### src/hdl/hold_stage.sv
module hold_stage #(
    parameter type payload_t = logic [7:0]
) (
    input  logic     clk,
    input  logic     i_rst,
    input  logic     i_valid,
    input  payload_t i_data,
    input  logic     i_ready,
    output logic     o_ready,
    output logic     o_valid,
    output payload_t o_data
);

    logic valid_q;

    // accepts while empty or while the held entry leaves
    assign o_ready = !valid_q || i_ready;
    assign o_valid = valid_q;

    always_ff @(posedge clk) begin
        if (i_rst) begin
            valid_q <= 1'b0;
        end else if (o_ready) begin
            valid_q <= i_valid;
        end
    end

    always_ff @(posedge clk) begin
        if (o_ready && i_valid) begin
            o_data <= i_data;
        end
    end

endmodule

### config.mk
export PLATFORM = sky130hd
export DESIGN_NAME = hold_stage
export DESIGN_NICKNAME = d
export VERILOG_FILES = /design/src/hdl/hold_stage.sv
export SDC_FILE = /design/constraint.sdc
export NUM_CORES = 1
export LEC_CHECK = 0
export BUFFER_PORTS_ARGS = -buffer_cell sky130_fd_sc_hd__buf_2
export CAP_MARGIN = 20
export CORE_AREA = 2 2 39 41
export DETAILED_ROUTE_END_ITERATION = 10
export DIE_AREA = 0 0 41 43
export HOLD_SLACK_MARGIN = 0.15
export PLACE_DENSITY = 0.61
export SLEW_MARGIN = 10
export SYNTH_ARGS = -nofsm -noshare
export SYNTH_HDL_FRONTEND = slang
export SYNTH_SLANG_ARGS = --single-unit
### constraint.sdc
create_clock -name clk -period 1.9 [get_ports clk]
set_clock_uncertainty 0.15 [all_clocks]
set_input_delay 0.285 -clock clk [delete_from_list [all_inputs] [get_ports clk]]
set_output_delay 0.285 -clock clk [all_outputs]
set_load 0.005 [all_outputs]
# --- Word level (Yosys, flattened, before mapping) ---
# Cells that the tools add are included.
totals:
  reg_bits: 9
  input_bits: 12
  output_inout_bits: 10
  elab_cells: 5
op_classes:
  reduce_logical: 3
ops:
  columns: ["cell", "count"]
  rows:
  - ["1-bit logical AND", 1]
  - ["1-bit zero test", 1]
  - ["1-bit logical OR", 1]

# --- Logic depth before layout (Yosys ltp) ---
logic_depth:
  depth_word: 3
  ltp_mapped: 2
  mapped_depth_nobuf: 2

# --- Worst setup path after synthesis ---
# OpenSTA, ideal clock, no wires.
synth_timing:
  path_type: "register -> register"
  start: "register valid_q, in the netlist o_valid"
  end: "register o_data[0] (netlist name) (enable)"
  setup_time_ns: 0.300
  arrival_ns: 0.591
  required_time_ns: 1.450
  setup_slack_ns: 0.859
  path_stages_with_launch: 3
  n_path_buf: 0
  period_less_slack_ns: 1.041
  cell_sequence: "dfxtp_1 nand2b_4 and2_4"
synth_between:
  elab_chain_cells: 3
synth_rtl:
  columns: ["item", "line_no", "source"]
  rows:
  - ["from (decl)", "14", "logic valid_q;"]
  - ["from (signal assigned)", "24", "valid_q <= i_valid;"]
  - ["1-bit zero test", "17", "assign o_ready = !valid_q || i_ready;"]
  - ["1-bit logical OR", "17", null]
  - ["via o_ready", "9", "output logic o_ready,"]
  - ["1-bit logical AND", "29", "if (o_ready && i_valid) begin"]
  - ["to (signal assigned)", "30", "o_data <= i_data;"]
  - ["to (decl)", "11", "output payload_t o_data"]
# The timed path passes the listed nets, and every way through them passes these cells.
# A chain may end at the register's enable or synchronous reset.

# --- Final worst setup path ---
layout_timing:
  start: "input i_rst"
  end: "register valid_q, in the netlist o_valid"
layout_rtl:
  columns: ["item", "line_no", "source"]
  rows:
  - ["from (decl)", "5", "input logic i_rst,"]
# No word-level cell between the ends.

==> results_dict.tcl <==
set metrics [dict create \
    outcome "complete, no violations" \
    grt_pass1_wl_um 890 \
    cts_root_buf "clkbuf_4" \
    drt_wl_total_um 593 \
    ios 22 \
    crit_arrival_ns 1.57 \
    clock_path_buffers 2 \
    yosysSeqAreaShare 0.881 \
    placed_area_um2 420 \
    synth_warnings 0 \
    syn_avg_cell_area_um2 22.7 \
    cts_made_buffers 3 \
    hold_path_class "in2reg" \
    period_share 0.800 \
    worst_pin_slew_ns 0.139 \
    grt_max_degree 9 \
    total_power_uw 422 \
    htreeDepth 1 \
    clock-sinks 9 \
    finalCriticalPeriod_ns 1.52 \
    rows 14 \
    hold_violations 0 \
    total_leakage_power_uw 0.000245 \
    start_util 0.213 \
    cts_tree "built" \
    antenna_cells 0 \
    grt_pass1_vias 229 \
    pwr-share-comb 0.119 \
    slew_headroom 0.907 \
    die_w_um 41 \
    antenna_found_initial 0 \
    ys_ff_latch 9 \
    hpwl_um 455 \
    final_nets 61 \
    peakVddDrop_mv 0.256 \
    setup_ws_ns 0.380 \
    avgViaCountPerCell 3.67 \
    drive_above_1_share 0.563 \
    cap_violations 0 \
    clk_latency_ns 0.25 \
    fmax_ghz 0.658 \
    dp_slack_ns 0.762 \
    grt-ovfl-total 0 \
    crit_path_max_fanout 1 \
    swShare 0.188 \
    slew_viol_final 0 \
    clkPwrFrac 0.330 \
    netlist_area_um2 295 \
    setup_viol 0 \
    cts.clk_slew.worst_paths_ns 0.06 \
    area_growth_pct 85.2 \
    tns_ns 0 \
    nFillCells 140 \
    worstSetupPathType "in2reg" \
    vias 235 \
    routedWlPerCell_um 9.27 \
    synth_nets 25 \
    first_pass_iters 1 \
    die_h_um 43 \
    synthCells 13 \
    dieArea_mm2 0.00176 \
    powerDensity_mw_per_mm2 772 \
    switchingPower_uw 79.3 \
    power.share.sequential 0.551 \
    start_kind "input port" \
    intPower_uw 343 \
    synth.distinct_cells 6 \
    fin_area_um2 547 \
    fp.coreArea_mm2 0.00138 \
    ant_nets 0 \
    io_buffers 21 \
    required_ns 1.95 \
    grtUsageTotal 0.0797 \
    postCtsSetupBuffers 0 \
    rsz0062_at_grt "no" \
    fin_util 0.395 \
    crit_path_end_kind "register" \
    place.gp.congestion 0.626 \
    drt_iter0_drc 0 \
    drc 0 \
]
[per-layer routing]
metal	wire length, um	up-vias	GRT usage
li1	-	118	-
met1	251	95	0.0952
met2	234	22	0.109
met3	108	0	0.0314
met4	0	0	0.0600
met5	0	-	0
[state kept, by name (all words and copies together) (netlist names)]
signal / flops
o_valid: 1
o_data: 8
[cell usage after synthesis]
| master | instances | share of area |
|---|---|---|
| edfxtp_1 | 8 | 0.81 |
| a21oi_2 | 1 | 0.030 |
| and2_4 | 1 | 0.030 |
| dfxtp_1 | 1 | 0.068 |
| inv_1 | 1 | 0.013 |
| nand2b_4 | 1 | 0.047 |
[path summary, 6_finish.rpt]
check	startpoint	end	slack, ns	cells after the start
worst max register to register	o_valid	o_valid	0.58	3
worst min-delay path	i_valid	o_data[6]	0.30	2
worst max-delay path	i_rst	o_valid	0.38	4
worst min register to register	o_valid	o_data[6]	0.61	2
[cell families (layout without fill, tap and decap cells)]
| family | count (synthesis) | after routing | synth area share |
|---|---|---|---|
| DFF | 9 | 9 | 0.881 |
| buffers and inverters | 1 | 36 | 0.0127 |
| and+or+nand+nor | 2 | 2 | 0.0763 |
| AOI/OAI and AO/OA | 1 | 1 | 0.0297 |
[metrics by stage]
stage / hold WS, ns / instances
global placement: 0.301 / 50
floorplan: 0.197 / 13
CTS: 0.294 / 64
global route: 0.313 / 64
detailed placement: 0.295 / 50
finish: 0.301 / 64
[critical path, cell delays in order]
cell and delay, ns:
dlygate4sd3_1 0.53, buf_2 0.12, a21oi_2 0.09, dlygate4sd3_1 0.55
[layout by cell type (no fill, tap or decap)]
cell type / n
and2_4: 1
buf_2: 21
edfxtp_1: 8
a21oi_2: 1
nand2b_4: 1
dfxtp_1: 1
clkbuf_1: 1
dlygate4sd3_1: 10
clkbuf_4: 3
inv_1: 1
[power groups by stage]
| stage | combinational (uW) | sequential [uW] | clock [uW] |
|---|---|---|---|
| after floorplan | 9.07 | 239 | 0 |
| after global placement | 33.9 | 237 | 0 |
| after detailed placement | 34.7 | 237 | 0 |
| after CTS | 50.8 | 233 | 148 |
| after global routing | 56.2 | 234 | 156 |
| final | 50.1 | 233 | 139 |
[cell type report]
type	instances	area (um2)	share of cell area
flip-flops and latches	9	260	0.476
repair buffers	31	205	0.375
multi-input cells	3	31.3	0.0572
clock buffers	4	26.3	0.0481
well taps	16	20.0	0.0366
inverters	1	3.75	0.00686
[repair_timing]
action,in CTS,in global routing
resized for setup,0,0
endpoints found under the setup margin,0,0
endpoints found under the hold margin,9,0
hold buffers,10,0
Power figures use the tool's default switching activity.
