<file path="src/hdl/tx_defs.svh">
`ifndef TX_DEFS_SVH
`define TX_DEFS_SVH

// queue pair space
`define TX_NUM_QP       8
`define TX_QPN_W        3

// send queue geometry
`define TX_SQ_DEPTH     16
`define TX_SQ_IDX_W     4
`define TX_WQE_BYTES    8

// host read channel
`define TX_AXI_ADDR_W   32
`define TX_AXI_DATA_W   64

// transport
`define TX_PSN_W        24

`endif
</file>
<file path="src/hdl/tx_pkg.sv">
`include "tx_defs.svh"

package tx_pkg;

    typedef logic [`TX_QPN_W-1:0] qpn_t;

    // one send queue slot in a single 64-bit beat
    typedef struct packed {
        logic [31:0] wr_id;
        logic [7:0]  opcode;
        logic [15:0] length;
        logic [7:0]  flags;
    } wqe_t;

    typedef struct packed {
        logic [`TX_PSN_W-1:0] psn;
        logic [23:0]          dest_qpn;
        logic [15:0]          pkey;
    } qpc_t;

    typedef struct packed {
        qpn_t                 qpn;
        logic [`TX_PSN_W-1:0] psn;
    } qpc_upd_t;

    // context tagged with the qp it was looked up for
    typedef struct packed {
        qpn_t qpn;
        qpc_t qpc;
    } ctx_t;

    typedef struct packed {
        qpn_t                 qpn;
        logic [23:0]          dest_qpn;
        logic [15:0]          pkey;
        logic [`TX_PSN_W-1:0] psn;
        logic [7:0]           opcode;
        logic [15:0]          length;
        logic [31:0]          wr_id;
        logic [7:0]           flags;
    } pkt_desc_t;

endpackage

</file>
<file path="src/hdl/pkt_desc_builder.sv">
module pkt_desc_builder (
    input  logic              clk,
    input  logic              i_rst,
    input  logic              i_wqe_valid,
    input  tx_pkg::wqe_t      i_wqe,
    input  logic              i_ctx_valid,
    input  tx_pkg::qpc_t      i_ctx,
    input  tx_pkg::qpn_t      i_qpn,
    input  logic              i_desc_ready,
    output logic              o_wqe_ready,
    output logic              o_ctx_ready,
    output logic              o_desc_valid,
    output tx_pkg::pkt_desc_t o_desc,
    output logic              o_qpc_upd_valid,
    output tx_pkg::qpc_upd_t  o_qpc_upd
);
    import tx_pkg::*;

    logic join_go;
    logic desc_xfer;

    // both halves leave together into a free or draining slot
    assign join_go     = i_wqe_valid && i_ctx_valid && (!o_desc_valid || i_desc_ready);
    assign o_wqe_ready = join_go;
    assign o_ctx_ready = join_go;
    assign desc_xfer   = o_desc_valid && i_desc_ready;

    always_ff @(posedge clk) begin
        if (i_rst) begin
            o_desc_valid    <= 1'b0;
            o_qpc_upd_valid <= 1'b0;
        end else begin
            if (join_go) begin
                o_desc_valid <= 1'b1;
            end else if (desc_xfer) begin
                o_desc_valid <= 1'b0;
            end
            o_qpc_upd_valid <= desc_xfer;
        end
    end

    always_ff @(posedge clk) begin
        if (join_go) begin
            o_desc.qpn      <= i_qpn;
            o_desc.dest_qpn <= i_ctx.dest_qpn;
            o_desc.pkey     <= i_ctx.pkey;
            o_desc.psn      <= i_ctx.psn;
            o_desc.opcode   <= i_wqe.opcode;
            o_desc.length   <= i_wqe.length;
            o_desc.wr_id    <= i_wqe.wr_id;
            o_desc.flags    <= i_wqe.flags;
        end
        // next psn wraps at the field width
        if (desc_xfer) begin
            o_qpc_upd.qpn <= o_desc.qpn;
            o_qpc_upd.psn <= o_desc.psn + 1'b1;
        end
    end

endmodule

</file>
<file path="config.mk">
export PLATFORM = sky130hd
export DESIGN_NAME = pkt_desc_builder
export DESIGN_NICKNAME = d
export VERILOG_FILES = /design/src/hdl/tx_pkg.sv /design/src/hdl/pkt_desc_builder.sv
export VERILOG_INCLUDE_DIRS = /design/src /design/src/hdl
export SDC_FILE = /design/constraint.sdc
export NUM_CORES = 1
export LEC_CHECK = 0
export BUFFER_PORTS_ARGS = -buffer_cell sky130_fd_sc_hd__buf_2
export CORE_MARGIN = 3
export CORE_UTILIZATION = 44
export CTS_CLUSTER_DIAMETER = 120
export DETAILED_ROUTE_END_ITERATION = 8
export HOLD_SLACK_MARGIN = 0.03
export PLACE_DENSITY = 0.8
export SLEW_MARGIN = 20
export SYNTH_ARGS = -nofsm -noshare
export SYNTH_HDL_FRONTEND = slang
export SYNTH_SLANG_ARGS = --single-unit
</file>
<file path="constraint.sdc">
create_clock -name clk -period 13.3 [get_ports clk]
set_clock_uncertainty 0.2 [all_clocks]
set_input_delay 2.66 -clock clk [delete_from_list [all_inputs] [get_ports clk]]
set_output_delay 2.66 -clock clk [all_outputs]
set_load 0.05 [all_outputs]
</file>
### Word level (Yosys, flattened, before mapping)

Index checks and enable logic that the tools add are counted.

| word-level totals | value |
|---|---|
| register bits after elaboration | 160 |
| bits in latches | 0 |
| RAM bits | 0 |
| memory bits (read-only) | 0 |
| input bits | 136 |
| output and inout port bits | 162 |
| logic and storage cells | 21 |
| memories | 0 |

| operators by class | value |
|---|---|
| $add $sub $neg | 1 |
| multiply operators | 0 |
| div/mod/pow operators | 0 |
| $lt $le $gt $ge | 0 |
| equality and inequality tests | 0 |
| shift operators | 0 |
| mux-type cells | 2 |
| bitwise operators | 0 |
| reductions and logical operators | 6 |

Operators with widths:

| cell | count |
|---|---|
| $add A24 B1 Y24 const B | 1 |
| $logic_and A1 B1 Y1 | 3 |
| $mux W1 | 2 |
| $reduce_bool A2 Y1 | 1 |
| $logic_not A1 Y1 | 1 |
| $logic_or A1 B1 Y1 | 1 |

### Depth between registers and ports, before layout

| depth | value |
|---|---|
| depth in word-level cells | 4 |
| depth in mapped cells | 5 |
| depth with buffers taken out | 5 |

### Least setup slack after synthesis

Ideal clock, no wire load.

| path | value |
|---|---|
| path kind | input-to-output |
| start | input port i_desc_ready |
| end | output port o_wqe_ready |
| data arrival time | 10.132 ns |
| required time | 10.440 ns |
| slack | 0.308 ns |
| stages | 3 |
| path buffers | 1 |
| cells stage by stage | nand2b_1 -> nor2b_1 -> buf_4 |

| on the way | value |
|---|---|
| word-level cells in the longest chain between the ends | 2 |

Ends and longest elaborated chain:

| what | line | RTL |
|---|---|---|
| start: declaration | pkt_desc_builder.sv:9 | `input logic i_desc_ready,` |
| $logic_or A1 B1 Y1 | pkt_desc_builder.sv:23 | `assign join_go = i_wqe_valid && i_ctx_valid && (!o_desc_valid \|\| i_desc_ready);` |
| $logic_and A1 B1 Y1 | pkt_desc_builder.sv:23 |  |
| end: declaration | pkt_desc_builder.sv:10 | `output logic o_wqe_ready,` |

Every way passes these cells.

### Final worst setup path

| path | value |
|---|---|
| start | input port i_desc_ready |
| end | output port o_ctx_ready |

| on the way | value |
|---|---|
| word-level cells in the longest chain between the ends | 2 |

Ends and longest elaborated chain:

| what | line | RTL |
|---|---|---|
| $logic_or A1 B1 Y1 | pkt_desc_builder.sv:23 |  |
| $logic_and A1 B1 Y1 | pkt_desc_builder.sv:23 |  |
| end: declaration | pkt_desc_builder.sv:11 | `output logic o_ctx_ready,` |

Every way passes these cells.

==> flow_summary.toml <==
[status]
status = "completed"

[synth]
synth.area.top_cells = "edfxtp_1, xnor2_1, xor2_1"
syn_inst = 233
yosysTopAreaCell = "edfxtp_1"
synth_cell_types = 21
synth-seq-cells = 160
yosys_warnings = 0
syn_nets = 370
avgSynthCellArea_um2 = 22.6
synth_seq_area_share = 0.909
synth_top_area_frac = 0.901
synth_area_um2 = 5260

[power]
power_density_nw_per_um2 = 155
ir_drop_mv = 0.112
leakagePower_nw = 3.11

[timing]
slew_viol_final = 0
maxSlewHeadroom = 0.365
layout_worst_path_cycle_share = 0.515
final-setup-viol-count = 0
min_period_ns = 6.85
setup_tns_ns = 0
clock.fmax_ghz = 0.146
worst_pin_slew_ns = 0.953
hold_viol = 0
rsz0062_at_grt = "no"

[route]
dr.first_iter.drc_count = 159
dr.pass1.iters = 4
drc = 0
vias = 3319
drt_wl_total_um = 13000
vias_per_cell = 4.70
routedWlPerCell_um = 18.4
antenna_left = 0

[clock_tree]
clkTransAtPathRegs_ns = 0.06
cts_made_buffers = 17
cts-root-buf = "clkbuf_16"
cts_htree_levels = 4
postCtsSetupBuffers = 0
clk_latency_ns = 0.41
clock_path_buffers = 2
cts-hold-fix-buffers = 0
cts_tree = "done"
ctsResizeCount = 0
clock_sinks = 160

[floorplan]
die_width_um = 115
core_area_um2 = 11600
start_util = 0.455
rows = 39
die-area_um2 = 13300
io_pins = 298
die_h_um = 115

[worst_setup_path]
crit_cells = 5
startpoint_type = "input port"
cp_slowest_cell = "buf_4"
critical_path.max_stage_delay_ns = 0.55
arrival_ns = 3.99
crit_path_frequent_cell = "buf_2"
rr_endpoint = "o_desc[14]"
cp_num_buf_inv = 3
r2r_cells = 4
path_cells = "buf_2 > nand2b_1 > nor2b_4 > buf_4 > buf_2"
reg2reg_from = "o_desc_valid"
worstSetupPathType = "input port to primary output"
crit_fanout = 58
crit_family = "buffers and inverters"
cp-end-kind = "primary output"
critPathRequiredTime_ns = 10.44
rrSetupSlack_ns = 10.66

[final_layout]
drive_gt1_frac = 0.586
nets = 687
diodes = 0
area_growth_pct = 42.5
fin_cells = 706
nFillCells = 804

[grt]
grt_max_degree = 77
antenna_found_initial = 3
grt_pass1_vias = 3371
grt.overflow.total = 0
grt_pass1_wl_um = 18200
track_usage = 0.191

[placement]
place.gp.congestion = 0.802
place_inst = 674
placement.io_buffers = 297
dpl.hpwl_um = 10100

[hold_path]
min_path_cells = 0
holdCritStartpoint = "o_desc[128]"
hp-class = "flop to flop"
hold_end = "o_qpc_upd[24]"

[flow_run]
cap_violations = 0
==> per-layer routing <==
metal	wire (um)	track usage	vias to the layer above
met5	40	0	-
met4	461	0.102	4
met3	1050	0.0784	30
met2	7180	0.332	165
met1	4240	0.194	1577
li1	-	-	1543
==> worst max path at each step <==
stage                 start           to
2_1_floorplan  i_desc_ready  o_wqe_ready
3_3_place_gp   i_desc_ready  o_wqe_ready
3_5_place_dp   i_desc_ready  o_ctx_ready
4_1_cts        i_desc_ready  o_ctx_ready
5_1_grt        i_desc_ready  o_wqe_ready
6_report       i_desc_ready  o_ctx_ready
==> through the flow <==
step	worst slack (ns)	hold WS, ns	area [um2]	utilization	power, W
CTS	6.44	0.255	7500	0.648	0.00117
detailed placement	6.44	0.239	6940	0.600	0.000719
global placement	6.47	0.235	6940	0.600	0.000715
global route	6.34	0.263	7500	0.649	0.00120
floorplan	0.308	0.511	5260	-	0.000679
finish	6.45	0.256	7500	0.649	0.00116
==> state kept, by name (all words and copies together) (netlist names) <==
name and count:
o_qpc_upd_valid 1, o_desc 131, o_desc_valid 1, o_qpc_upd 27
==> layout make-up <==
class                   instances  area (um2)  area share
clock buffers                  20         437      0.0582
clock inverters                12         119      0.0158
inverters                       4        15.0     0.00200
multi-input cells              68         465      0.0621
flip-flops and latches        160        4780       0.638
well taps                     143         179      0.0239
repair buffers                299        1500       0.200
==> placed cells by master, fill, tap and decap left out, types with 2 or more instances in the layout <==
| cell type | Yosys | final |
|---|---|---|
| inv_1 | 4 | 4 |
| buf_2 | 0 | 297 |
| xnor2_1 | 15 | 15 |
| nand2_1 | 8 | 8 |
| edfxtp_1 | 158 | 158 |
| buf_4 | 1 | 2 |
| xor2_1 | 7 | 7 |
| clkinv_4 | 0 | 2 |
| bufinv_16 | 0 | 2 |
| nand4_1 | 5 | 5 |
| clkinv_1 | 0 | 3 |
| nor2_1 | 5 | 5 |
| nand3_1 | 10 | 10 |
| dfxtp_1 | 2 | 2 |
| nor4_1 | 3 | 3 |
| nor3_1 | 4 | 4 |
| clkbuf_16 | 0 | 17 |
| clkinvlp_4 | 0 | 2 |
| and3_1 | 2 | 2 |
| clkbuf_1 | 0 | 3 |
| clkinv_2 | 0 | 3 |
==> cells by family after synthesis <==
family                   synth area share
flip-flops                          0.909
AND/OR/NAND/NOR                    0.0468
XOR/XNOR                           0.0366
buffers and inverters             0.00428
AO/OA/AOI/OAI                    0.000950
adder cells (fa/ha/maj)           0.00238
==> power breakdown <==
group          internal [W]  switching, W  leakage (nW)  total, W
Combinational     0.0000288     0.0000914          1.35  0.000120
Clock              0.000273      0.000180         0.266  0.000454
Sequential         0.000579    0.00000787          1.49  0.000587
==> worst reg2reg max path, cell delays in order (launching register included) <==
cell	delay (ns)
dfxtp_1	0.32
nand2b_1	0.09
nor2b_4	0.15
buf_4	0.55
buf_4	0.86
==> cells in the mapped netlist <==
library cell and count:
nor4_1 3, a21oi_1 1, xor2_1 7, ha_1 1, buf_4 1, or3_2 1
nor2_1 5, nand4_4 1, xnor2_1 15, nand2b_1 1, or4_4 1, nor2b_1 2
nand2_1 8, dfxtp_1 2, nand3_1 10, nand4_1 5, and3_1 2, inv_1 4
nor3_1 4, and2_1 1, edfxtp_1 158
No activity file was read; power rests on OpenSTA's default activity.
