<file path="src/hdl/tx_defs.svh">
`ifndef TX_DEFS_SVH
`define TX_DEFS_SVH

// queue pair space
`define TX_NUM_QP       8
`define TX_QPN_W        3

// send queue geometry
`define TX_SQ_DEPTH     16
`define TX_SQ_IDX_W     4
`define TX_WQE_BYTES    8

// host read channel
`define TX_AXI_ADDR_W   32
`define TX_AXI_DATA_W   64

// transport
`define TX_PSN_W        24

`endif
</file>
<file path="src/hdl/tx_pkg.sv">
`include "tx_defs.svh"

package tx_pkg;

    typedef logic [`TX_QPN_W-1:0] qpn_t;

    // one send queue slot in a single 64-bit beat
    typedef struct packed {
        logic [31:0] wr_id;
        logic [7:0]  opcode;
        logic [15:0] length;
        logic [7:0]  flags;
    } wqe_t;

    typedef struct packed {
        logic [`TX_PSN_W-1:0] psn;
        logic [23:0]          dest_qpn;
        logic [15:0]          pkey;
    } qpc_t;

    typedef struct packed {
        qpn_t                 qpn;
        logic [`TX_PSN_W-1:0] psn;
    } qpc_upd_t;

    // context tagged with the qp it was looked up for
    typedef struct packed {
        qpn_t qpn;
        qpc_t qpc;
    } ctx_t;

    typedef struct packed {
        qpn_t                 qpn;
        logic [23:0]          dest_qpn;
        logic [15:0]          pkey;
        logic [`TX_PSN_W-1:0] psn;
        logic [7:0]           opcode;
        logic [15:0]          length;
        logic [31:0]          wr_id;
        logic [7:0]           flags;
    } pkt_desc_t;

endpackage

</file>
<file path="src/hdl/sq_fetch.sv">
`include "tx_defs.svh"

module sq_fetch (
    input  logic                      clk,
    input  logic                      i_rst,
    input  logic                      i_issue,
    input  tx_pkg::qpn_t              i_issue_qpn,
    input  logic [`TX_AXI_ADDR_W-1:0] i_sq_base,
    input  logic                      i_axi_arready,
    input  logic [`TX_AXI_DATA_W-1:0] i_axi_rdata,
    input  logic [1:0]                i_axi_rresp,
    input  logic                      i_axi_rvalid,
    input  logic                      i_out_ready,
    output logic                      o_idle,
    output logic [`TX_AXI_ADDR_W-1:0] o_axi_araddr,
    output logic                      o_axi_arvalid,
    output logic                      o_axi_rready,
    output logic                      o_wqe_valid,
    output tx_pkg::wqe_t              o_wqe
);
    import tx_pkg::*;

    localparam int AW = `TX_AXI_ADDR_W;

    typedef enum logic [1:0] {
        S_IDLE,
        S_AR,
        S_R
    } state_t;

    state_t                  state;
    qpn_t                    qpn_q;
    logic [`TX_SQ_IDX_W-1:0] sq_idx [`TX_NUM_QP];
    logic                    r_done;

    assign o_idle        = (state == S_IDLE);
    assign o_axi_arvalid = (state == S_AR);
    // R stalls on the hold stage
    assign o_axi_rready  = (state == S_R) && i_out_ready;
    assign o_wqe_valid   = (state == S_R) && i_axi_rvalid;
    // rresp is ignored
    assign o_wqe         = wqe_t'(i_axi_rdata);
    assign r_done        = o_axi_rready && i_axi_rvalid;

    always_ff @(posedge clk) begin
        if (i_rst) begin
            state <= S_IDLE;
            for (int q = 0; q < `TX_NUM_QP; q++) begin
                sq_idx[q] <= '0;
            end
        end else begin
            case (state)
                S_IDLE: if (i_issue) state <= S_AR;
                S_AR:   if (i_axi_arready) state <= S_R;
                S_R: begin
                    if (r_done) begin
                        state <= S_IDLE;
                        if (sq_idx[qpn_q] == `TX_SQ_IDX_W'(`TX_SQ_DEPTH - 1)) begin
                            sq_idx[qpn_q] <= '0;
                        end else begin
                            sq_idx[qpn_q] <= sq_idx[qpn_q] + 1'b1;
                        end
                    end
                end
                default: state <= S_IDLE;
            endcase
        end
    end

    // base + qpn * depth * 8 + index * 8
    always_ff @(posedge clk) begin
        if (o_idle && i_issue) begin
            qpn_q        <= i_issue_qpn;
            o_axi_araddr <= i_sq_base + (AW'(i_issue_qpn) * `TX_SQ_DEPTH +
                            AW'(sq_idx[i_issue_qpn])) * `TX_WQE_BYTES;
        end
    end

endmodule

</file>
<file path="config.mk">
export PLATFORM = sky130hd
export DESIGN_NAME = sq_fetch
export DESIGN_NICKNAME = d
export VERILOG_FILES = /design/src/hdl/tx_pkg.sv /design/src/hdl/sq_fetch.sv
export VERILOG_INCLUDE_DIRS = /design/src /design/src/hdl
export SDC_FILE = /design/constraint.sdc
export NUM_CORES = 1
export LEC_CHECK = 0
export BUFFER_PORTS_ARGS = -buffer_cell sky130_fd_sc_hd__buf_2
export CAP_MARGIN = 20
export CORE_MARGIN = 5
export CORE_UTILIZATION = 45
export DETAILED_ROUTE_END_ITERATION = 6
export GPL_TIMING_DRIVEN = 0
export PLACE_DENSITY = 0.83
export SLEW_MARGIN = 20
export SYNTH_ARGS = -nofsm -noshare
export SYNTH_HDL_FRONTEND = slang
export SYNTH_SLANG_ARGS = --single-unit
export TNS_END_PERCENT = 5
</file>
<file path="constraint.sdc">
create_clock -name clk -period 4.05 [get_ports clk]
set_input_delay 0.405 -clock clk [delete_from_list [all_inputs] [get_ports clk]]
set_output_delay 0.405 -clock clk [all_outputs]
set_load 0.02 [all_outputs]
</file>
After elaboration in Yosys (flattened, before gate mapping)
Memories as Yosys holds them, arrays and structs flattened. A register that Yosys moved wholly into a read port is not among the register bits. Index checks and enable logic that the tools add are counted.

Register bits: 37. Word-level logic and storage cells: 42. Memories kept: 1. Input port bits: 107. Bits in latches: 0. Output and inout port bits: 100. ROM bits: 0. RAM bits: 32.

Mux-type cells: 21. Divide/modulo/power cells: 0. Reduce and logical (&&, ||, !) cells: 7. Add/sub/neg operators: 3. $lt $le $gt $ge: 0. Multipliers: 0. Shift operators: 0. Equality and inequality tests: 6. Bitwise operators: 1.

Memory list: sq_idx (words 8, width 4, read ports 2, clocked after Yosys merged registers in 1, write ports 8, RTL line sq_fetch.sv:33) `` logic [`TX_SQ_IDX_W-1:0] sq_idx [`TX_NUM_QP]; ``.

Operators with widths (count): 32-bit by 11-bit adder with 32-bit output (1); 1-bit 2-to-1 mux (13); 7-bit by 4-bit adder with 8-bit output (1); 4-bit 2-to-1 mux (2); 2-bit 2-to-1 mux (3); 3-bit 2-to-1 mux (2); 2-bit inequality test (second input constant) (3); 2-bit one-hot mux with 3 select lines (1); 4-bit by 1-bit adder with 4-bit output (second input constant) (1); 4-bit equality test (second input constant) (1); 1-bit logical AND (4); 4-bit OR reduction (1); 3-bit AND reduction (1); 2-bit by 1-bit equality test with 1-bit output (second input constant) (1); 2-bit equality test (second input constant) (1); 2-bit logical NOT (1); 1-bit bitwise OR (1).

Logic depth before layout (Yosys ltp)
Depth in word-level cells: 10. Mapped depth: 10. Depth with buffers taken out: 9.

Worst setup path after synthesis
Ideal clock, no wire load.

Kind: input to register. Start: input i_issue_qpn[0]. End: register o_axi_araddr[31] (data pin). Setup time: 0.258 ns. Stages: 10. Buffers on the path: 1. Setup slack: 0.462 ns. Data arrival time: 3.330 ns. Data required time: 3.792 ns. Path through: clkbuf_1 > mux4_2 > mux2_2 > ha_1 > fa_1 > a21o_1 > a221oi_1 > o21ai_0 > nand4_1 > xnor2_1.

Cells in the longest elaborated chain, start to end: 3.

Ends and longest elaborated chain: start, declared (RTL line sq_fetch.sv:7) `input tx_pkg::qpn_t i_issue_qpn,`; memory read 8 x 4 bit; 7-bit by 4-bit adder with 8-bit output * (RTL line sq_fetch.sv:74) `` o_axi_araddr <= i_sq_base + (AW'(i_issue_qpn) * `TX_SQ_DEPTH + ``; 32-bit by 11-bit adder with 32-bit output (no line) *; end signal, assigned (RTL line sq_fetch.sv:74); end, declared (RTL line sq_fetch.sv:15) `` output logic [`TX_AXI_ADDR_W-1:0] o_axi_araddr, ``.

Mark *: on every way between the ends. The rest lies on a longest branch, timed or not. A chain may end at the register's enable or synchronous reset.

Worst setup path after layout
Start: input i_issue_qpn[1]. End: register o_axi_araddr[31] (data pin).

Same word-level chain as after synthesis.

==> metrics <==
outcome=finished, final reports clean; via/cell ratio=around 5.1; RR Startpoint=sq_idx[6][0]; Post-synth top flop=edfxtp_1; top post-synthesis cells by area=edfxtp_1 48%, buf_4 11%, mux4_2 7.0%; Layout Cells excl Fill=617; # IOs=~210; final core occ=57.3%; area leader, netlist=edfxtp_1; clock share of power=between 20% and 30%; grt total ovfl=0; Syn Nets=466; CTS tree=built; via count=3134; slew margin rel.=approximately 42%; # setup viols final=0; peak fanout along the critical path=9; Seq/Total Area, Yosys=slightly above 50%; routability-driven placement congestion ratio=0.903; Worst-Skew Late Latency=between 0.3 and 0.4 ns; YS warnings=0; die area=around 0.011 mm²; Reg2Reg Depth=9; wire per inst=17.9 µm; Net Sw Power=0.597 mW; post-route ant nets=0; Comb pwr share=about 24%; crit path from=i_issue_qpn[1]; initial antenna violation count=0; largest net degree at the start of global routing=33; Layout area overhead=24.9%; core area=0.00915 mm²; share of the synthesized area in the top cell type=48.0%; port bufs=140; Post-Syn Area per Cell=12.0 µm²; H-tree depth=3; number of enable flip-flop cells after synthesis=between 60 and 70; PwrDens=361 mW/mm²; setup bufs post-CTS=0; Worst Setup Start Kind=primary input; Initial DRC Count=approximately 290; leading cell type by number of instances after synthesis=edfxtp_1; Tcrit/Tclk final=86.3%; ANT cells=0; Worst Path Required=roughly 4.2 ns; leakage power=approximately 2.3 nW; nets=617; layout cells sized above 1=between 40% and 50%; Routed WL=approximately 11000 µm; global-route wire length before repair=17000 µm; crit path DAT=roughly 3.6 ns; Die Wd=107 µm; count of pins over their slew limit=0; Crit Path Category=primary input to flop; skew final=0.0150 ns; Netlist Area Pre-Place=~0.0042 mm²; CTS buffer count=9; clock-pin slew on the worst setup and hold paths=0.09 ns; Clock Tree Root=clkbuf_8; Starting Density=45.8%; clk sinks=just over 70; hold crit path type=primary input to flop; synth cell count leaders=67 x edfxtp_1, 64 x buf_4, 40 x nor2_1; Sw Ratio=between 30% and 40%; row cnt=35; Synth cell types=a little over 40; reg2reg end=o_axi_araddr[31]; hold buffers post-CTS=0; Final Critical Period=3.49 ns; Setup crit end=o_axi_araddr[31]; Async S/R FF share, synth=0%; CTS max path bufs=2; Flop pwr share=46.9%; post-CTS resize count=0; number of global-route vias before repair=3338; drt first pass iters=4; unrepaired setup endpoints after global routing=false; GRT Total Usage=19.4%; Worst Tran Pin Value=0.858 ns; Internal Pwr Total=1.30 mW; WHS=0.216 ns; Worst VDD drop=139 µV; R2R Setup Slk=0.58 ns; drt drc=0; Max Cap Viol=0; Yosys reg bits=72; Fmax=0.286 GHz; crit path capture type=flop; Final HPWL DP=between 9000 and 10000 µm; Final Hold Fails=0; Die Ht=107 µm; cell count after synthesis=350; Inst Count DP=602
metrics by stage:
step | TNS, ns | worst slack [ns] | power (mW) | area (µm²)
finish | 0 | 0.555 | 1.89 | 5240
CTS | 0 | 0.201 | 1.90 | 5240
floorplan | 0 | 0.462 | 1.21 | 4200
detailed placement | -0.985 | -0.172 | 1.37 | 5060
global placement | -0.462 | -0.106 | 1.35 | 5030
global route | 0 | 0.396 | 1.97 | 5240
how the worst min path moves through the flow:
| stage | to | cells after the start | from |
|---|---|---|---|
| after detailed placement | o_axi_araddr[2] | 1 | i_sq_base[2] |
| after CTS | o_axi_araddr[2] | 1 | i_sq_base[2] |
| after global routing | o_axi_araddr[2] | 1 | i_sq_base[2] |
| after global placement | o_axi_araddr[2] | 1 | i_sq_base[2] |
| after floorplan | flop | 1 | qpn_q[0] |
| final | o_axi_araddr[2] | 1 | i_sq_base[2] |
layout by cell type, fill, tap and decap left out, types with 3 or more instances in the layout:
cell,instances
clkbuf_1,4
nor3_1,5
and2_1,4
nor2_1,40
mux4_2,13
buf_2,141
xnor2_1,22
nor2b_1,5
buf_4,64
mux2i_1,3
clkbuf_8,9
dfxtp_1,5
xor2_1,5
and3_1,4
nand2_1,25
ha_1,8
edfxtp_1,67
inv_1,8
nand4_1,5
nand3_1,12
a21o_1,3
a21oi_1,5
mux2_2,11
nand2b_1,8
cell families (layout without fill, tap and decap cells):
| family | after synthesis | in the layout | share of synthesized area, % |
|---|---|---|---|
| flip-flops | 72 | 72 | 50.3 |
| AND/OR/NAND/NOR | 114 | 114 | 12.9 |
| multiplexers | 29 | 29 | 11.9 |
| AO/OA/AOI/OAI | 18 | 18 | 3.19 |
| buffers and inverters | 81 | 237 | 13.2 |
| adder cells (fa/ha/maj) | 9 | 9 | 2.86 |
| XOR/XNOR | 27 | 27 | 5.64 |
metal layers:
| layer | routed length, µm | up-vias | GRT usage (%) |
|---|---|---|---|
| met5 | 0 | - | 0 |
| met4 | 191 | 0 | 6.67 |
| met3 | 842 | 16 | 4.92 |
| met2 | 6060 | 138 | 36.2 |
| met1 | 3950 | 1491 | 21.4 |
| li1 | - | 1489 | - |
flip-flops by register name (all words and copies together) (netlist names), named ones only:
| register | cells |
|---|---|
| sq_idx | 32 |
| qpn_q | 3 |
| state | 2 |
| o_axi_araddr | 32 |
power by group through the flow:
| stage | Sequential (mW) | Combinational, mW | Clock [mW] |
|---|---|---|---|
| detailed placement | 0.905 | 0.463 | 0 |
| floorplan | 0.937 | 0.277 | 0 |
| global placement | 0.904 | 0.447 | 0 |
| CTS | 0.888 | 0.464 | 0.547 |
| finish | 0.888 | 0.460 | 0.546 |
| global route | 0.892 | 0.494 | 0.582 |
critical path: stages:
cell and delay, ns:
buf_2 0.11, clkbuf_1 0.39, mux4_2 0.39, mux2_2 0.28
ha_1 0.21, fa_1 0.41, a21o_1 0.21, a221oi_1 0.46
o21ai_0 0.44, nand4_1 0.24, xnor2_1 0.07
cell type report:
| type | instances | area (µm²) |
|---|---|---|
| clock inverters | 7 | 63.8 |
| multi-input cells | 197 | 1530 |
| well taps | 111 | 139 |
| flip-flops and latches | 72 | 2110 |
| clock buffers | 9 | 124 |
| inverters | 8 | 30.0 |
| fillers | 739 | 3910 |
| plain buffers | 72 | 522 |
| repair buffers | 141 | 721 |
Note: power is estimated with default switching activity, not from simulation.
