$ cat config.mk
export PLATFORM = sky130hd
export DESIGN_NAME = qpc_lookup
export DESIGN_NICKNAME = d
export VERILOG_FILES = /design/src/hdl/tx_pkg.sv /design/src/hdl/qpc_lookup.sv
export VERILOG_INCLUDE_DIRS = /design/src /design/src/hdl
export SDC_FILE = /design/constraint.sdc
export NUM_CORES = 1
export LEC_CHECK = 0
export ABC_CLOCK_PERIOD_IN_PS = 3040
export BUFFER_PORTS_ARGS = -buffer_cell sky130_fd_sc_hd__buf_2
export CORE_ASPECT_RATIO = 0.7
export CORE_MARGIN = 2
export CORE_UTILIZATION = 47
export CTS_CLUSTER_DIAMETER = 40
export DETAILED_ROUTE_END_ITERATION = 16
export GPL_TIMING_DRIVEN = 0
export HOLD_SLACK_MARGIN = 0.05
export PLACE_DENSITY = 0.84
export SLEW_MARGIN = 20
export SYNTH_ARGS = -nofsm -noshare
export SYNTH_HDL_FRONTEND = slang
export SYNTH_SLANG_ARGS = --single-unit
$ cat constraint.sdc
create_clock -name clk -period 3.04 [get_ports clk]
set_input_delay 0.456 -clock clk [delete_from_list [all_inputs] [get_ports clk]]
set_output_delay 0.456 -clock clk [all_outputs]
set_load 0.02 [all_outputs]
$ cat src/hdl/tx_defs.svh
`ifndef TX_DEFS_SVH
`define TX_DEFS_SVH

// queue pair space
`define TX_NUM_QP       8
`define TX_QPN_W        3

// send queue geometry
`define TX_SQ_DEPTH     16
`define TX_SQ_IDX_W     4
`define TX_WQE_BYTES    8

// host read channel
`define TX_AXI_ADDR_W   32
`define TX_AXI_DATA_W   64

// transport
`define TX_PSN_W        24

`endif
$ cat src/hdl/tx_pkg.sv
`include "tx_defs.svh"

package tx_pkg;

    typedef logic [`TX_QPN_W-1:0] qpn_t;

    // one send queue slot in a single 64-bit beat
    typedef struct packed {
        logic [31:0] wr_id;
        logic [7:0]  opcode;
        logic [15:0] length;
        logic [7:0]  flags;
    } wqe_t;

    typedef struct packed {
        logic [`TX_PSN_W-1:0] psn;
        logic [23:0]          dest_qpn;
        logic [15:0]          pkey;
    } qpc_t;

    typedef struct packed {
        qpn_t                 qpn;
        logic [`TX_PSN_W-1:0] psn;
    } qpc_upd_t;

    // context tagged with the qp it was looked up for
    typedef struct packed {
        qpn_t qpn;
        qpc_t qpc;
    } ctx_t;

    typedef struct packed {
        qpn_t                 qpn;
        logic [23:0]          dest_qpn;
        logic [15:0]          pkey;
        logic [`TX_PSN_W-1:0] psn;
        logic [7:0]           opcode;
        logic [15:0]          length;
        logic [31:0]          wr_id;
        logic [7:0]           flags;
    } pkt_desc_t;

endpackage

$ cat src/hdl/qpc_lookup.sv
module qpc_lookup (
    input  logic         clk,
    input  logic         i_rst,
    input  logic         i_issue,
    input  tx_pkg::qpn_t i_issue_qpn,
    input  logic         i_qpc_req_ready,
    input  logic         i_qpc_rsp_valid,
    input  tx_pkg::qpc_t i_qpc_rsp,
    input  logic         i_out_ready,
    output logic         o_idle,
    output logic         o_qpc_req_valid,
    output tx_pkg::qpn_t o_qpc_req_qpn,
    output logic         o_ctx_valid,
    output tx_pkg::ctx_t o_ctx
);
    import tx_pkg::*;

    typedef enum logic [1:0] {
        S_IDLE,
        S_REQ,
        S_WAIT,
        S_HAVE
    } state_t;

    state_t state;
    qpc_t   rsp_q;
    logic   rsp_now;

    // response parked while downstream is full
    assign rsp_now         = (state == S_WAIT) && i_qpc_rsp_valid;
    assign o_idle          = (state == S_IDLE);
    assign o_qpc_req_valid = (state == S_REQ);
    assign o_ctx_valid     = rsp_now || (state == S_HAVE);
    assign o_ctx.qpn       = o_qpc_req_qpn;
    assign o_ctx.qpc       = (state == S_HAVE) ? rsp_q : i_qpc_rsp;

    always_ff @(posedge clk) begin
        if (i_rst) begin
            state <= S_IDLE;
        end else begin
            case (state)
                S_IDLE: if (i_issue) state <= S_REQ;
                S_REQ:  if (i_qpc_req_ready) state <= S_WAIT;
                S_WAIT: if (i_qpc_rsp_valid) state <= i_out_ready ? S_IDLE : S_HAVE;
                S_HAVE: if (i_out_ready) state <= S_IDLE;
                default: state <= S_IDLE;
            endcase
        end
    end

    always_ff @(posedge clk) begin
        if (o_idle && i_issue) begin
            o_qpc_req_qpn <= i_issue_qpn;
        end
        if (rsp_now) begin
            rsp_q <= i_qpc_rsp;
        end
    end

endmodule

### Yosys cells after proc, flatten, opt, wreduce, memory -nomap -nowiden

Index checks and enable logic that the tools add are counted.

* register bits: 69

* equality and inequality tests: 7
* muxes and demuxes: 7
* reductions and logical operators: 5

Operators with widths (number)
* 64-bit 2-to-1 mux: 1
* 2-bit 2-to-1 mux: 5
* 2-bit != test (second input constant): 4
* 2-bit one-hot mux with 4 select lines: 1
* 2-bit == test (second input constant): 2
* 4-bit AND reduction: 1
* 2-bit by 1-bit == test with 1-bit output (second input constant): 1
* 1-bit logical AND: 2
* 2-bit logical NOT: 1
* 1-bit logical OR: 1

### Logic depth before layout (Yosys ltp)

Gate-level depths: netlist (run 1).

* depth in word-level cells: 3
* gate-level depth with buffers: 4
* depth with buffers taken out: 3

### Least setup slack after synthesis (run 1)

No wires, ideal clock.

* path kind: register to register
* start point: register state[0]
* end point: register rsp_q[0] (netlist bit), enable pin
* setup time: 0.429 ns
* data arrival time: 2.065 ns
* path slack: 0.546 ns
* stages on the path, launching flop included: 3
* path buffers: 1
* cell sequence: dfxtp_1 -> buf_4 -> and3b_1

* longest elaborated chain between the ends: 2

Ends and longest elaborated chain
* from (decl): line qpc_lookup.sv:25 `state_t state;`
* from (signal assigned): line qpc_lookup.sv:44 `S_WAIT: if (i_qpc_rsp_valid) state <= i_out_ready ? S_IDLE : S_HAVE;`
* 2-bit == test: line qpc_lookup.sv:30 `assign rsp_now = (state == S_WAIT) && i_qpc_rsp_valid;`
* 1-bit logical AND: line qpc_lookup.sv:30
* net rsp_now: line qpc_lookup.sv:27 `logic rsp_now;`
* to (signal assigned): line qpc_lookup.sv:56 `rsp_q <= i_qpc_rsp;`
* to (decl): line qpc_lookup.sv:26 `qpc_t rsp_q;`

The timed path passes the listed nets, and every way through them passes these cells.
A chain may end at the register's enable or synchronous reset.

==> impl_metrics.tcl, run 1 <==
set metrics [dict create \
    r2r-end "rsp_q[31]" \
    min_period_ns 2.06 \
    outcome "complete, no violations" \
    routedWlPerCell_um 14.5 \
    finalNonFillerCells 414 \
    synth.most_common_cell "edfxtp_1" \
    vias_per_cell 4.64 \
    routed_wl_um 6010 \
    gp_congestion 0.736 \
    clockBufferDepth 2 \
    grt_max_degree 36 \
    yosysTopAreaCell "edfxtp_1" \
    final_nets 388 \
    areaGrowthSynthToFinish_pct 33.0 \
    fillerInstances 516 \
    diodes 0 \
    hold_viol 0 \
    min_period_over_period_pct 67.9 \
    dpl_cell_area_mm2 0.00407 \
    clkTransAtPathRegs_ns 0.08 \
    synth-main-ff-cell "edfxtp_1" \
    drtIter0Drc 62 \
    placed_cells 398 \
    ys_ff_latch 69 \
    netlist_instances 158 \
    initial_core_util_pct 48.1 \
    cp.required_ns 2.58 \
    slew_violations 0 \
    hold_buffers 0 \
    drive_gt1_share_pct 74.1 \
    grt_overflow_total 0 \
    tritoncts "yes" \
    fin_skew_ns 0.00923 \
    synth_edf_count 67 \
    antenna_found_initial 0 \
    end_kind "primary output" \
    rrSetupSlack_ns 1.34 \
    cts_sinks 69 \
    leakagePower_nw 1.99 \
    synth_cell_type_count 19 \
    reg2reg_from "state[0]" \
    portBuffers 145 \
    whs_path_depth 1 \
    utilization_pct 64.0 \
    fin_ws_ns 0.975 \
    ant_nets 0 \
    drc 0 \
    ff2ff_path_depth 3 \
    clkLatencyLatePin_ns 0.33 \
    dpl.hpwl_um 4500 \
    yosysWarnings 0 \
    hold_path_end "o_qpc_req_qpn[0]" \
    synthesis.area_mm2 0.00320 \
    critical_path_class "reg2out" \
    setup_violations 0 \
    postCtsSetupBuffers 0 \
    ctsResizeCount 0 \
    yosys-top-cells-area "edfxtp_1 63%, mux2_4 28%, buf_6 2.1%" \
    ir_worst_vdd_mv 0.270 \
    power.density_mw_per_mm2 507 \
    grt_pass1_vias 1777 \
    ys_seq_area_share_pct 64.0 \
    syn_area_per_cell_um2 20.3 \
    worstSetupStartpointType "register" \
    hold_path.class "in2reg" \
    cts_buffers 9 \
    place_ws_ns 1.31 \
    num_rows 25 \
    fin_total_pwr_mw 2.16 \
    vias 1922 \
    max_freq_mhz 484 \
    dr.pass1.iters 4 \
    synth.top_cell.area_share_pct 62.8 \
    design_area_mm2 0.00426 \
    synth_nets 231 \
    drv_cap 0 \
    track_usage_pct 15.9 \
    dieArea_mm2 0.00750 \
    grt_pass1_wl_um 8780 \
    fp.dieW_um 103 \
    async_flop_share_pct 0 \
    critPathArrivalTime_ns 1.61 \
    synth_common_cells "67 x edfxtp_1, 60 x mux2_4, 6 x buf_6" \
    fp.coreArea_mm2 0.00666 \
    worstPathMaxFanout 10 \
    rsz0062_at_grt "false" \
    hold_start "i_issue_qpn[0]" \
    io_pins 146 \
    dieHeight_um 73.1 \
    tightest_slew_ns 0.497 \
    slew_headroom_pct 66.8 \
    htreeDepth 3 \
    root_buffer "clkbuf_8" \
]
-- critical path, cell delays in order, from the launching register on --
cell	delay (ns)
dfxtp_1	0.30
buf_4	0.17
nand2_8	0.14
buf_6	0.19
mux2_4	0.31
buf_2	0.16
-- placed cells by master, fill, tap and decap left out, drive strengths merged, types with 2 or more instances in the layout --
| cell | count |
|---|---|
| buf | 157 |
| o21ai | 2 |
| clkbuf | 10 |
| nand2 | 2 |
| dfxtp | 2 |
| mux2 | 64 |
| edfxtp | 67 |
| clkinv | 4 |
-- registers in the layout, summed over array words and instances, names as in the netlist --
register and flops:
o_qpc_req_qpn 3, rsp_q 64, state 2
-- metal layers --
layer  GRT usage [%]  wire length, µm  vias up  share of wire [%]
met5               0                0        -                  0
met4            5.33               44        0               0.73
met3            6.80              553        6                9.2
met2            24.0             2690       96                 45
met1            20.9             2730      885                 45
li1                -                -      935                  -
-- cells by family after synthesis --
group                  after synthesis  synth area share (%)
buffers and inverters               11                  3.28
AND/OR/NAND/NOR                      8                  1.91
multiplexers                        64                  29.5
flip-flops                          69                  64.0
AO/OA/AOI/OAI                        6                  1.25
-- power breakdown --
group,switching (mW),internal (mW)
registers,0.00793,1.07
clock network,0.337,0.378
logic,0.190,0.176
-- layout make-up --
cell class	count	area [µm²]	area share (%)
Sequential cell	69	2050	48.1
Multi-Input combinational cell	78	1050	24.7
Timing Repair Buffer	146	746	17.5
Clock buffer	10	128	2.99
Tap cell	94	118	2.76
Buffer	11	105	2.47
Clock inverter	6	63.8	1.50
-- how the worst max path moves through the flow --
stage	startpoint	to	slack [ns]
after floorplan	state[0]	rsp_q[0]	0.55
after global placement	i_qpc_rsp_valid	rsp_q[36]	-0.02
after global routing	state[0]	o_ctx[39]	0.90
after CTS	state[0]	o_ctx[42]	0.95
after detailed placement	i_qpc_rsp_valid	rsp_q[36]	1.31
final	state[0]	o_ctx[42]	0.98
-- stage by stage --
| step | hold WS (ns) | setup TNS [ns] |
|---|---|---|
| 2_1_floorplan | 0.534 | 0 |
| 3_3_place_gp | 0.594 | -1.11 |
| 3_5_place_dp | 0.602 | 0 |
| 4_1_cts | 0.274 | 0 |
| 5_1_grt | 0.273 | 0 |
| 6_report | 0.294 | 0 |
No activity file was read; power rests on OpenSTA's default activity.
==> inputs of run 2 (changes only) <==
--- a/config.mk
+++ b/config.mk
@@ -6,16 +6,16 @@
 export SDC_FILE = /design/constraint.sdc
 export NUM_CORES = 1
 export LEC_CHECK = 0
-export ABC_CLOCK_PERIOD_IN_PS = 3040
+export ABC_CLOCK_PERIOD_IN_PS = 1790
 export BUFFER_PORTS_ARGS = -buffer_cell sky130_fd_sc_hd__buf_2
 export CORE_ASPECT_RATIO = 0.7
 export CORE_MARGIN = 2
-export CORE_UTILIZATION = 47
+export CORE_UTILIZATION = 42
 export CTS_CLUSTER_DIAMETER = 40
 export DETAILED_ROUTE_END_ITERATION = 16
 export GPL_TIMING_DRIVEN = 0
 export HOLD_SLACK_MARGIN = 0.05
-export PLACE_DENSITY = 0.84
+export PLACE_DENSITY = 0.8
 export SLEW_MARGIN = 20
 export SYNTH_ARGS = -nofsm -noshare
 export SYNTH_HDL_FRONTEND = slang
==> constraint.sdc (replaced) <==
create_clock -name clk -period 1.79 [get_ports clk]
set_input_delay 0.2685 -clock clk [delete_from_list [all_inputs] [get_ports clk]]
set_output_delay 0.2685 -clock clk [all_outputs]
set_load 0.02 [all_outputs]
==> impl_metrics.tcl, run 2 (synthesis results as in run 1) <==
set metrics [dict create \
    outcome "complete, no violations" \
    tritoncts "yes" \
    cp_top_family "flip-flops" \
    hold_viol 0 \
    top_register "rsp_q" \
    track_usage_pct 16.1 \
    portBuffers 145 \
    clkLatencyLatePin_ns 0.34 \
    vias_per_cell 4.76 \
    leakagePower_nw 2.14 \
    slew_violations 0 \
    setup_violations 0 \
    initial_core_util_pct 43.6 \
    fin_skew_ns 0.00742 \
    grt_pass1_wl_um 10100 \
    critical_path_buf_inv_count 2 \
    critPathArrivalTime_ns 1.50 \
    place_ws_ns -0.0437 \
    crit_path_top_delay_cell "dfxtp_4" \
    antenna_found_initial 0 \
    largest_register_ffs 64 \
    clockBufferDepth 2 \
    finalNonFillerCells 423 \
    drive_gt1_share_pct 75.1 \
    io_pins 146 \
    gp_congestion 0.716 \
    hold_buffers 0 \
    reg_top3 "rsp_q x64, o_qpc_req_qpn x3, state x2" \
    cts_buffers 9 \
    areaGrowthSynthToFinish_pct 44.3 \
    end_kind "primary output" \
    cts_sinks 69 \
    worstPathMaxFanout 10 \
    max_freq_mhz 564 \
    routed_wl_um 7100 \
    grt_overflow_total 0 \
    routedWlPerCell_um 16.8 \
    fin_total_pwr_mw 4.06 \
    ir_worst_vdd_mv 0.587 \
    htreeDepth 3 \
    drc 0 \
    ant_nets 0 \
    fp.coreArea_mm2 0.00735 \
    reg2reg_from "state[0]" \
    hold_ws_ns 0.107 \
    fin_setup_tns_ns 0 \
    drv_cap 0 \
    grt_pass1_vias 2022 \
    hold_path.class "in2reg" \
    tightest_slew_ns 0.774 \
    vias 2013 \
    utilization_pct 62.9 \
    fin_ws_ns 0.0182 \
    cp.required_ns 1.52 \
    power.density_mw_per_mm2 878 \
    placed_cells 401 \
    slew_headroom_pct 48.4 \
    min_period_over_period_pct 99.0 \
    diodes 0 \
    final_nets 393 \
    worstSetupStartpointType "register" \
    rrSetupSlack_ns 0.26 \
    dr.pass1.iters 4 \
    layout_commonest_cell "buf_2" \
    crit_start "state[1]" \
    max_stage_delay_ns 0.41 \
    design_area_mm2 0.00462 \
    dieArea_mm2 0.00836 \
    dpl_cell_area_mm2 0.00406 \
    fp.dieW_um 108 \
    fillerInstances 564 \
    mostFrequentLayoutCells "111 x buf_2, 67 x edfxtp_1, 60 x mux2_4" \
    clkTransAtPathRegs_ns 0.07 \
    dpl.hpwl_um 4680 \
    dieHeight_um 77.1 \
    critical_path_class "reg2out" \
    root_buffer "clkbuf_8" \
    rsz0062_at_grt "true" \
    grt_max_degree 65 \
    drtIter0Drc 62 \
    min_period_ns 1.77 \
    hold_start "i_issue_qpn[1]" \
    num_rows 26 \
    path_cells "nand2_8 -> buf_12 -> mux2_4 -> buf_2" \
]
run 2: what timing repair did:
| item | in CTS | in global routing |
|---|---|---|
| pin swaps | 1 | 0 |
| gates resized for setup | 44 | 40 |
| endpoints found under the setup margin | 124 | 127 |
| cloned | 1 | 2 |
| setup buffers | 4 | 1 |
run 2: where the power goes:
| part | internal (mW) | switching (mW) | total [mW] |
|---|---|---|---|
| logic | 0.369 | 0.342 | 0.710 |
| clock network | 0.918 | 0.580 | 1.50 |
| registers | 1.83 | 0.0265 | 1.85 |
| total | 3.11 | 0.948 | 4.06 |
run 2: layout make-up:
type | count | area [µm²] | area share [%]
buffer | 9 | 143 | 3.08
clock buffer | 9 | 124 | 2.68
clock inverter | 7 | 114 | 2.46
multi-input combinational | 80 | 1070 | 23.2
sequential | 69 | 2060 | 44.5
tap | 98 | 123 | 2.65
timing repair buffer | 151 | 990 | 21.4
run 2: per-layer routing:
metal  GRT usage, %  share of wire (%)
met2           25.6                 49
met1           19.2                 40
met3           7.48                9.1
met5              0                  0
met4           5.77                1.7
run 2: path summary, 6_finish.rpt:
| kind | cells after the start | to |
|---|---|---|
| setup / recovery | 4 | o_ctx[23] |
| hold / removal | 1 | o_qpc_req_qpn[1] |
| setup reg to reg | 1 | rsp_q[61] |
| hold reg to reg | 2 | state[0] |
==> inputs of run 3 (changes only) <==
==> constraint.sdc (replaced) <==
create_clock -name clk -period 1.79 [get_ports clk]
set_input_delay 0.537 -clock clk [delete_from_list [all_inputs] [get_ports clk]]
set_output_delay 0.537 -clock clk [all_outputs]
set_load 0.02 [all_outputs]
==> impl_metrics.tcl, run 3 (synthesis results as in run 1) <==
set metrics [dict create \
    outcome "finished with violations" \
    violations "setup timing" \
    min_period_ns 2.06 \
    cts_sinks 69 \
    num_rows 26 \
    grt_util_met2_pct 25.8 \
    dieArea_mm2 0.00836 \
    ant_nets 0 \
    ff2ff_path_depth 3 \
    vias_per_cell 4.75 \
    critPathArrivalTime_ns 1.52 \
    reg2reg_from "state[0]" \
    mostFrequentLayoutCells "108 x buf_2, 67 x edfxtp_1, 60 x mux2_4" \
    clkLatencyLatePin_ns 0.33 \
    max_freq_mhz 485 \
    rsz0062_at_grt "true" \
    drive_gt1_share_pct 74.8 \
    routed_wl_um 6740 \
    fin_skew_ns 0.00543 \
    fin_ws_ns -0.272 \
    slew_headroom_pct 63.8 \
    place_ws_ns -0.147 \
    grt_max_degree 33 \
    utilization_pct 62.7 \
    hold_path_end "o_qpc_req_qpn[0]" \
    portBuffers 145 \
    cts_buffers 9 \
    leakagePower_nw 2.13 \
    areaGrowthSynthToFinish_pct 43.8 \
    hold_start "i_issue_qpn[0]" \
    dieHeight_um 77.1 \
    fp.dieW_um 108 \
    worstPathMaxFanout 10 \
    ir_worst_vdd_mv 0.722 \
    fin_setup_tns_ns -15.77 \
    track_usage_pct 16.4 \
    rrSetupSlack_ns 0.19 \
    gp_congestion 0.790 \
    top_register "rsp_q" \
    dr.pass1.iters 4 \
    initial_core_util_pct 43.6 \
    grt_use_met1_pct 19.7 \
    vias 2011 \
    hold_viol 0 \
    clkTransAtPathRegs_ns 0.07 \
    io_pins 146 \
    seq_area_mm2 0.00205 \
    setup_violations 64 \
    min_period_over_period_pct 115 \
    diodes 0 \
    final_nets 393 \
    met3_usage_pct 6.97 \
    grt_overflow_total 0 \
    grt_pass1_vias 2116 \
    slew_violations 0 \
    cp.required_ns 1.25 \
    fin_total_pwr_mw 3.91 \
    fillerInstances 558 \
    drc 0 \
    power.density_mw_per_mm2 848 \
    root_buffer "clkbuf_8" \
    hold_path.class "in2reg" \
    reg_top3 "rsp_q x64, o_qpc_req_qpn x3, state x2" \
    layout_commonest_cell "buf_2" \
    end_kind "primary output" \
    htreeDepth 3 \
    r2r-end "rsp_q[27]" \
    crit_start "state[1]" \
    grt_busiest_layer "met2" \
    dpl.hpwl_um 4500 \
    worstSetupStartpointType "register" \
    largest_register_ffs 64 \
    whs_path_depth 1 \
    critical_path_class "reg2out" \
    multi_input_area_mm2 0.00108 \
    drv_cap 0 \
    fp.coreArea_mm2 0.00735 \
    tritoncts "yes" \
    routedWlPerCell_um 15.9 \
    clockBufferDepth 2 \
    drtIter0Drc 74 \
    antenna_found_initial 0 \
    grt_pass1_wl_um 10300 \
    tightest_slew_ns 0.544 \
    hold_buffers 0 \
]
-- run 3: timing repair --
action | in CTS | in global routing
pin swaps | 1 | 0
gates resized for setup | 45 | 46
cloned | 2 | 0
setup buffers | 4 | 0
setup endpoints to repair | 128 | 99
-- run 3: cell type report --
type	instances	share of cell area, %
Tap cell	98	2.66
Buffer	11	3.58
Clock inverter	6	1.68
Multi-Input combinational cell	80	23.5
Timing Repair Buffer	149	21.3
Sequential cell	69	44.6
Clock buffer	10	2.77
-- run 3: how the worst max path moves through the flow --
stage               slack, ns        end  cells after the start
CTS                     -0.31   o_ctx[5]                      5
finish                  -0.27  o_ctx[15]                      5
floorplan                0.20   rsp_q[0]                      2
global route            -0.34  o_ctx[15]                      5
detailed placement      -0.15  rsp_q[44]                      2
global placement        -0.11  rsp_q[22]                      2
-- run 3: power breakdown --
| part | switching (mW) | internal [mW] | total, mW |
|---|---|---|---|
| combinational | 0.354 | 0.385 | 0.739 |
| clock | 0.555 | 0.771 | 1.33 |
| sequential | 0.0139 | 1.83 | 1.84 |
| total | 0.923 | 2.98 | 3.91 |
-- run 3: metal layers --
layer	share of wire, %	wire [µm]
met5	0	0
met4	1.2	82
met3	8.5	571
met2	48	3250
met1	42	2840
-- run 3: through the flow --
step / hold slack [ns] / area [µm²] / instances
6_report: 0.379 / 4610 / 423
5_1_grt: 0.345 / 4610 / 423
4_1_cts: 0.353 / 4460 / 423
3_5_place_dp: 0.611 / 4060 / 401
3_3_place_gp: 0.594 / 4060 / 401
2_1_floorplan: 0.575 / 3210 / 158
-- run 3: critical path, cell delays in order (launching register included) --
cell     delay (ns)
dfxtp_1        0.31
buf_6          0.13
nand2_8        0.12
buf_12         0.16
mux2_4         0.30
buf_2          0.16
